File: config.mk
export PLATFORM = sky130hd
export DESIGN_NAME = rename_dispatch_top
export DESIGN_NICKNAME = d
export VERILOG_FILES = /design/src/rename_pkg.sv /design/src/dispatcher.sv /design/src/free_list.sv /design/src/inst_queue.sv /design/src/phys_reg_status.sv /design/src/rename_dispatch_top.sv /design/src/rename_table.sv
export SDC_FILE = /design/constraint.sdc
export NUM_CORES = 2
export LEC_CHECK = 0
export ABC_CLOCK_PERIOD_IN_PS = 13700
export BUFFER_PORTS_ARGS = -buffer_cell sky130_fd_sc_hd__buf_2
export CORE_MARGIN = 3
export CORE_UTILIZATION = 45
export DETAILED_ROUTE_END_ITERATION = 10
export PLACE_DENSITY_LB_ADDON = 0.08
export SLEW_MARGIN = 10
export SYNTH_ARGS = -nofsm -noshare
export SYNTH_HDL_FRONTEND = slang
export SYNTH_HIERARCHICAL = 1
export SYNTH_SLANG_ARGS = --single-unit
File: constraint.sdc
create_clock -name clk -period 13.7 [get_ports clk]
set_input_delay 2.74 -clock clk [delete_from_list [all_inputs] [get_ports clk]]
set_output_delay 2.74 -clock clk [all_outputs]
set_load 0.05 [all_outputs]
File: src/rename_pkg.sv
// Rename package with core sizes, register index types and dispatch structs
package rename_pkg;

    // Register file sizes
    localparam int arch_regs = 32;
    localparam int phys_regs = 64;

    // Registers above the identity mapping start out free
    localparam int free_list_depth = phys_regs - arch_regs;

    // Decoded instruction buffering
    localparam int inst_q_depth = 8;

    // Reorder buffer size, only used for the tag width here
    localparam int rob_depth = 16;

    // Register indices
    typedef logic [$clog2(arch_regs)-1:0] arch_reg_t;
    typedef logic [$clog2(phys_regs)-1:0] phys_reg_t;

    // Reorder buffer tag
    typedef logic [$clog2(rob_depth)-1:0] rob_id_t;

    // Decoded instruction as written into the instruction queue
    typedef struct packed {
        logic [31:0] pc;
        logic [31:0] inst;
        arch_reg_t   rs1_s;
        arch_reg_t   rs2_s;
        arch_reg_t   rd_s;
        // Low for lui, auipc and jal
        logic        uses_rs1;
        // Operand 2 comes from the immediate
        logic        uses_imm;
        // Low for x0 destinations and instructions with no rd
        logic        has_rd;
    } inst_info_t;

    // Physical registers picked at rename
    typedef struct packed {
        phys_reg_t rs1;
        phys_reg_t rs2;
        phys_reg_t rd;
    } rename_map_t;

    // Entry handed to the reservation station and the reorder buffer
    typedef struct packed {
        inst_info_t  inst;
        rename_map_t rat;
        rob_id_t     rob_id;
        // Operand ready flags at dispatch time
        logic        input1_met;
        logic        input2_met;
    } dispatch_entry_t;

endpackage

File: src/dispatcher.sv
// Dispatcher, stalls, issues rename requests and builds the dispatch entry
module dispatcher (
    input  logic                        clk,
    input  logic                        rst,
    // Instruction queue
    input  logic                        q_empty,
    input  rename_pkg::inst_info_t      q_head,
    input  rename_pkg::inst_info_t      q_inst,
    output logic                        pop_inst,
    // Back-pressure and free list
    input  logic                        rs_full,
    input  logic                        rob_full,
    input  logic                        fl_empty,
    output logic                        fl_pop,
    input  rename_pkg::phys_reg_t       free_preg,
    // Alias table lookups
    output rename_pkg::arch_reg_t       rat_rs1_s,
    output rename_pkg::arch_reg_t       rat_rs2_s,
    input  rename_pkg::phys_reg_t       rat_rs1_p,
    input  rename_pkg::phys_reg_t       rat_rs2_p,
    // Alias table and busy bit update
    output logic                        rat_we,
    output rename_pkg::arch_reg_t       rat_rd_s,
    output rename_pkg::phys_reg_t       rat_rd_p,
    // Busy state of the renamed sources
    input  logic                        busy1,
    input  logic                        busy2,
    input  rename_pkg::rob_id_t         rob_id_next,
    output logic                        dispatch_valid,
    output rename_pkg::dispatch_entry_t dispatch_entry
);

    // Pop needs room downstream and a free register when the head writes rd
    assign pop_inst = !q_empty && !rs_full && !rob_full && (!q_head.has_rd || !fl_empty);

    // Only instructions with a destination consume a register
    assign fl_pop = pop_inst && q_head.has_rd;

    // Popped entry and its register arrive one cycle after the pop
    always_ff @(posedge clk) begin
        if (rst) begin
            dispatch_valid <= 1'b0;
        end else begin
            dispatch_valid <= pop_inst;
        end
    end

    // Source lookups follow the popped instruction
    assign rat_rs1_s = q_inst.rs1_s;
    assign rat_rs2_s = q_inst.rs2_s;

    // New mapping lands on the closing edge of the dispatch cycle
    assign rat_we   = dispatch_valid && q_inst.has_rd;
    assign rat_rd_s = q_inst.rd_s;
    assign rat_rd_p = free_preg;

    always_comb begin
        dispatch_entry = '0;
        if (dispatch_valid) begin
            dispatch_entry.inst   = q_inst;
            dispatch_entry.rob_id = rob_id_next;

            // Unused rs1 reads as register 0 and is always ready
            if (q_inst.uses_rs1) begin
                dispatch_entry.rat.rs1    = rat_rs1_p;
                dispatch_entry.input1_met = !busy1;
            end else begin
                dispatch_entry.input1_met = 1'b1;
            end

            // Immediate operand 2 needs no register
            if (!q_inst.uses_imm) begin
                dispatch_entry.rat.rs2    = rat_rs2_p;
                dispatch_entry.input2_met = !busy2;
            end else begin
                dispatch_entry.input2_met = 1'b1;
            end

            // No destination keeps rd at register 0
            if (q_inst.has_rd) begin
                dispatch_entry.rat.rd = free_preg;
            end
        end
    end

endmodule

File: src/free_list.sv
// Free list of physical registers, circular, filled with the upper registers at reset
module free_list (
    input  logic                  clk,
    input  logic                  rst,
    input  logic                  pop,
    input  logic                  push,
    input  rename_pkg::phys_reg_t push_preg,
    output rename_pkg::phys_reg_t preg_out,
    output logic                  empty
);

    localparam int ptr_w = $clog2(rename_pkg::free_list_depth);

    rename_pkg::phys_reg_t mem [rename_pkg::free_list_depth];
    logic [ptr_w-1:0] head_ptr;
    logic [ptr_w-1:0] tail_ptr;
    logic [ptr_w:0]   count;

    assign empty = (count == '0);

    always_ff @(posedge clk) begin
        if (rst) begin
            // Registers arch_regs and up are free, listed in order
            for (int i = 0; i < rename_pkg::free_list_depth; i++) begin
                mem[i] <= rename_pkg::phys_reg_t'(rename_pkg::arch_regs + i);
            end
            head_ptr <= '0;
            // Full list, tail wraps back onto the head
            tail_ptr <= '0;
            count    <= (ptr_w + 1)'(rename_pkg::free_list_depth);
        end else begin
            if (pop) begin
                head_ptr <= head_ptr + 1'b1;
            end
            // Committed register goes to the tail on the same edge
            if (push) begin
                mem[tail_ptr] <= push_preg;
                tail_ptr      <= tail_ptr + 1'b1;
            end
            count <= count + (ptr_w + 1)'(push) - (ptr_w + 1)'(pop);
        end
    end

    // Handed out register, payload only
    always_ff @(posedge clk) begin
        if (pop) begin
            preg_out <= mem[head_ptr];
        end
    end

endmodule

File: src/inst_queue.sv
// Instruction queue, circular buffer with a visible head and a registered popped entry
module inst_queue (
    input  logic                   clk,
    input  logic                   rst,
    input  logic                   push,
    input  rename_pkg::inst_info_t push_data,
    input  logic                   pop,
    output rename_pkg::inst_info_t head,
    output rename_pkg::inst_info_t popped,
    output logic                   empty,
    output logic                   full
);

    localparam int ptr_w = $clog2(rename_pkg::inst_q_depth);

    rename_pkg::inst_info_t mem [rename_pkg::inst_q_depth];
    logic [ptr_w-1:0] rd_ptr;
    logic [ptr_w-1:0] wr_ptr;
    logic [ptr_w:0]   count;
    logic             do_push;
    logic             do_pop;

    // Push into a full queue is dropped, pop is only issued when non-empty
    assign do_push = push && !full;
    assign do_pop  = pop && !empty;

    assign empty = (count == '0);
    assign full  = (count == (ptr_w + 1)'(rename_pkg::inst_q_depth));

    // Head is visible before the pop so the dispatcher can check has_rd
    assign head = mem[rd_ptr];

    always_ff @(posedge clk) begin
        if (rst) begin
            rd_ptr <= '0;
            wr_ptr <= '0;
            count  <= '0;
        end else begin
            if (do_push) begin
                wr_ptr <= wr_ptr + 1'b1;
            end
            if (do_pop) begin
                rd_ptr <= rd_ptr + 1'b1;
            end
            count <= count + (ptr_w + 1)'(do_push) - (ptr_w + 1)'(do_pop);
        end
    end

    // Storage and popped entry carry no reset
    always_ff @(posedge clk) begin
        if (do_push) begin
            mem[wr_ptr] <= push_data;
        end
        if (do_pop) begin
            // Held steady for the dispatch cycle
            popped <= head;
        end
    end

endmodule

File: src/phys_reg_status.sv
// Busy bits per physical register with a writeback bypass on the query ports
module phys_reg_status (
    input  logic                  clk,
    input  logic                  rst,
    input  logic                  set_valid,
    input  rename_pkg::phys_reg_t set_preg,
    input  logic                  wb_valid,
    input  rename_pkg::phys_reg_t wb_preg,
    input  rename_pkg::phys_reg_t q1_preg,
    input  rename_pkg::phys_reg_t q2_preg,
    output logic                  q1_busy,
    output logic                  q2_busy
);

    logic [rename_pkg::phys_regs-1:0] busy;

    // Same-cycle writeback reads as not busy
    assign q1_busy = busy[q1_preg] && !(wb_valid && (wb_preg == q1_preg));
    assign q2_busy = busy[q2_preg] && !(wb_valid && (wb_preg == q2_preg));

    always_ff @(posedge clk) begin
        if (rst) begin
            busy <= '0;
        end else begin
            if (wb_valid) begin
                busy[wb_preg] <= 1'b0;
            end
            // Later assignment, so a set beats a clear of the same register
            // Register 0 is never marked
            if (set_valid && (set_preg != '0)) begin
                busy[set_preg] <= 1'b1;
            end
        end
    end

endmodule

File: src/rename_dispatch_top.sv
// Rename and dispatch front end, queue, free list, alias table, busy bits and dispatcher
module rename_dispatch_top (
    input  logic                        clk,
    input  logic                        rst,
    input  logic                        inst_push,
    input  rename_pkg::inst_info_t      inst_in,
    output logic                        inst_q_full,
    input  logic                        rs_full,
    input  logic                        rob_full,
    input  rename_pkg::rob_id_t         rob_id_next,
    input  logic                        wb_valid,
    input  rename_pkg::phys_reg_t       wb_preg,
    input  logic                        free_valid,
    input  rename_pkg::phys_reg_t       free_preg,
    output logic                        dispatch_valid,
    output rename_pkg::dispatch_entry_t dispatch_entry
);

    rename_pkg::inst_info_t q_head;
    rename_pkg::inst_info_t q_inst;
    logic                   q_empty;
    logic                   pop_inst;
    logic                   fl_pop;
    logic                   fl_empty;
    rename_pkg::phys_reg_t  fl_preg;
    rename_pkg::arch_reg_t  rat_rs1_s;
    rename_pkg::arch_reg_t  rat_rs2_s;
    rename_pkg::phys_reg_t  rat_rs1_p;
    rename_pkg::phys_reg_t  rat_rs2_p;
    logic                   rat_we;
    rename_pkg::arch_reg_t  rat_rd_s;
    rename_pkg::phys_reg_t  rat_rd_p;
    logic                   busy1;
    logic                   busy2;

    inst_queue i_inst_queue (
        .clk, .rst,
        .push(inst_push), .push_data(inst_in), .pop(pop_inst),
        .head(q_head), .popped(q_inst), .empty(q_empty), .full(inst_q_full)
    );

    // Commit returns feed the tail
    free_list i_free_list (
        .clk, .rst,
        .pop(fl_pop), .push(free_valid), .push_preg(free_preg),
        .preg_out(fl_preg), .empty(fl_empty)
    );

    rename_table i_rename_table (
        .clk, .rst,
        .rs1_s(rat_rs1_s), .rs2_s(rat_rs2_s), .rs1_p(rat_rs1_p), .rs2_p(rat_rs2_p),
        .we(rat_we), .rd_s(rat_rd_s), .rd_p(rat_rd_p)
    );

    // Queried with the renamed sources, marked with the new rd
    phys_reg_status i_phys_reg_status (
        .clk, .rst,
        .set_valid(rat_we), .set_preg(rat_rd_p),
        .wb_valid, .wb_preg,
        .q1_preg(rat_rs1_p), .q2_preg(rat_rs2_p), .q1_busy(busy1), .q2_busy(busy2)
    );

    dispatcher i_dispatcher (
        .clk, .rst,
        .q_empty, .q_head, .q_inst, .pop_inst,
        .rs_full, .rob_full, .fl_empty, .fl_pop, .free_preg(fl_preg),
        .rat_rs1_s, .rat_rs2_s, .rat_rs1_p, .rat_rs2_p,
        .rat_we, .rat_rd_s, .rat_rd_p,
        .busy1, .busy2, .rob_id_next,
        .dispatch_valid, .dispatch_entry
    );

endmodule

File: src/rename_table.sv
// Register alias table mapping architectural to physical registers
module rename_table (
    input  logic                  clk,
    input  logic                  rst,
    input  rename_pkg::arch_reg_t rs1_s,
    input  rename_pkg::arch_reg_t rs2_s,
    output rename_pkg::phys_reg_t rs1_p,
    output rename_pkg::phys_reg_t rs2_p,
    input  logic                  we,
    input  rename_pkg::arch_reg_t rd_s,
    input  rename_pkg::phys_reg_t rd_p
);

    rename_pkg::phys_reg_t map [rename_pkg::arch_regs];

    // Combinational source lookups
    assign rs1_p = map[rs1_s];
    assign rs2_p = map[rs2_s];

    always_ff @(posedge clk) begin
        if (rst) begin
            // Identity mapping, x0 stays on physical register 0
            for (int i = 0; i < rename_pkg::arch_regs; i++) begin
                map[i] <= rename_pkg::phys_reg_t'(i);
            end
        end else if (we && (rd_s != '0)) begin
            // x0 keeps its mapping
            map[rd_s] <= rd_p;
        end
    end

endmodule
==> reports/metrics.yaml <==
status: "complete, no violations"
reg2reg_to: "i_inst_queue/count[2]"
r2r_cells: 12
dp_hpwl_um: 80100
ant_nets: 0
routed_wirelength_um: 134000
clock.fmax_ghz: 0.123
final_hold_viol_count: 0
htree_levels: 4
die_w_um: 351
p_leak_uw: 0.0192
cp-startpoint: "i_inst_queue/popped[9]"
viasPerCell: 5.85
min_period_ps: 8150
yosysWarnings: 6
crit_path_start_kind: "flop"
die_y_um: 351
fin_setup_tns_ps: 0
syn_area_sq_mm: 0.0536
cts_tree: "done"
firstDrtPassIters: 9
cts_hold_buf: 0
drt-initial-drc-count: 2588
avgSynthCellArea_sq_um: 17.2
core.rowCount: 126
overflow: 0
cp_data_required_time_ps: 10960
root_buffer: "clkbuf_16"
grt_max_degree: 79
r2r_setup_slack_ps: 9120
synthArstFlopShare: 0
postCtsSetupRepairBufs: 0
fin_ws_ps: 5550
antenna_found_initial: 25
post-place-ws_ps: 6230
gp_congestion: 0.891
clockBufferDepth: 3
worst_pin_slew_ps: 1200
cts-resized-gates: 0
drive_gt1_frac: 0.250
globalRouteTotalUtil: 0.219
vdd_drop_max_uv: 115
skew_ps: 35.0
synth-seq-cells: 1222
areaGrowthSynthToFinish_pct: 12.2
fin_nets: 3407
fin_crit_sh: 0.595
numCtsBuffers: 135
grt_setup_unrepaired: "false"
synthCells: 3115
finalSetupViolCount: 0
clk_pin_slew_worst_paths_ps: 60
ys_types: 65
grt_first_pass_wirelength_um: 198000
worstSetupPathType: "flop to primary output"
dieArea_sq_mm: 0.123
critPathCapture: "dispatch_entry[0]"
route.vias.total: 28800
cp-end-kind: "primary output"
arrival_ps: 5410
clock-sinks: 1222
relSlewSlack: 0.200
drv_slew: 0
insertion_delay_ps: 740
power_density_mw_per_mm2: 150
maxCapViolCount: 0
hp-class: "flop to flop"
drc_errors: 0
synth_seq_area_share: 0.667
ys.flop_type: "edfxtp_1"
initial_core_util: 0.454
cp_max_fo: 29
grt_pass1_vias: 29900
coreArea_sq_mm: 0.118
numPortBuffers: 212
wl_per_cell_um: 27.3
synth-edff-count: 1128
pin_count: 213
## synthesized netlist by cell type, drive strengths merged, types with 20 or more instances
master	instances	share of area
nand2	134	0.0094
mux2	97	0.020
nor3	53	0.0049
mux4	342	0.15
or3	149	0.018
nand3	35	0.0033
dfxtp	94	0.035
inv	25	0.0017
edfxtp	1128	0.63
a21oi	86	0.0080
ha	20	0.0047
or2	73	0.0085
o21ai	67	0.0063
clkbuf	132	0.0093
and2	233	0.027
nor2	112	0.0078
mux2i	64	0.012
buf	110	0.015
## layout by cell type (no fill, tap or decap), drive strengths merged, types with 3 or more instances in the layout
cell type     n
o21ai        67
or3         149
nand4         9
nand2b       16
dfxtp        94
ha           20
and2        233
nor2        112
inv          32
xor2         14
nor3         53
edfxtp     1128
a22oi        15
buf         265
or3b          9
conb          6
a221oi        6
nand4b        3
clkinv       50
bufinv       13
a21oi        86
nor4          3
nand3b       14
mux2i        64
nor3b         6
mux4        342
and3         13
diode         8
nand2       134
a22o          6
xnor2        10
nand3        35
mux2         97
clkbuf      166
or2          73
nor2b        11
## report_power, final
group	total [uW]	leakage, uW	internal, uW	switching, uW
logic	1090	0.00627	421	667
registers	4400	0.0108	4300	98.0
clock network	3560	0.00212	2100	1460
## sequential cells by signal, summed over array words and instances, names as in the netlist, named ones only
register	count
i_free_list/mem	192
i_free_list/preg_out	6
i_inst_queue/count	4
i_inst_queue/rd_ptr	3
i_inst_queue/popped	82
i_free_list/count	6
i_inst_queue/wr_ptr	3
i_rename_table/map	192
i_free_list/tail_ptr	5
i_dispatcher/dispatch_valid	1
i_inst_queue/mem	656
i_phys_reg_status/busy	64
i_free_list/head_ptr	5
## layer usage
metal  GRT usage  routed length, um  up-vias
li1            -                  -    12700
met1       0.298              56800    15000
met2       0.351              64400      907
met3      0.0524               9630      198
met4      0.0669               3280       22
met5           0                145        -
## worst min-delay path by stage
stage / start / endpoint / slack (ps) / cells past startpoint
2_1_floorplan: i_phys_reg_status/busy[32] / i_phys_reg_status/busy[32] / 460 / 2
3_3_place_gp: i_inst_queue/rd_ptr[2] / flop / 480 / 2
3_5_place_dp: i_phys_reg_status/busy[32] / i_phys_reg_status/busy[32] / 480 / 2
4_1_cts: i_phys_reg_status/busy[32] / i_phys_reg_status/busy[32] / 490 / 2
5_1_grt: i_phys_reg_status/busy[32] / i_phys_reg_status/busy[32] / 520 / 2
6_report: i_phys_reg_status/busy[32] / i_phys_reg_status/busy[32] / 500 / 2
## cell type report
type                       instances  area [sq um]
tap                             1536          1920
timing repair buffer             265          1460
clock buffer                     166          3570
inverter                          25          93.8
sequential                      1222         35800
clock inverter                    72           797
antenna                            8          20.0
fill                            9668         58000
multi-input combinational       1631         16600
## kinds of logic after synthesis
kind of cell / count (synthesis) / share of synthesized area
AND/OR/NAND/NOR: 884 / 0.0916
XOR/XNOR: 24 / 0.00392
AO/OA/AOI/OAI: 192 / 0.0203
other: 1 / 0.0000699
buffers and inverters: 267 / 0.0260
flip-flops: 1222 / 0.667
adder cells (fa/ha/maj): 22 / 0.00541
multiplexers: 503 / 0.186
## worst max-delay path: stages, from the launching register on
cell and delay (ps):
edfxtp_1 320, buf_4 370, buf_4 560, mux4_1 620, mux4_2 530, mux2_2 470, mux4_2 490, mux4_1 560
nor2_1 100, or3_1 100, a21oi_1 80, a21boi_0 170, buf_2 290
## stage by stage
stage,std cells,total power [uW],instance area (sq um),hold WS [ps],util
6_report,4925,9050,60200,496,0.509
5_1_grt,4920,9390,60200,517,0.509
4_1_cts,4917,9160,60200,494,0.509
3_5_place_dp,4679,5580,55800,484,0.472
3_3_place_gp,4679,5540,55800,479,0.472
2_1_floorplan,3120,5240,53700,455,-
Power figures use the tool's default switching activity.
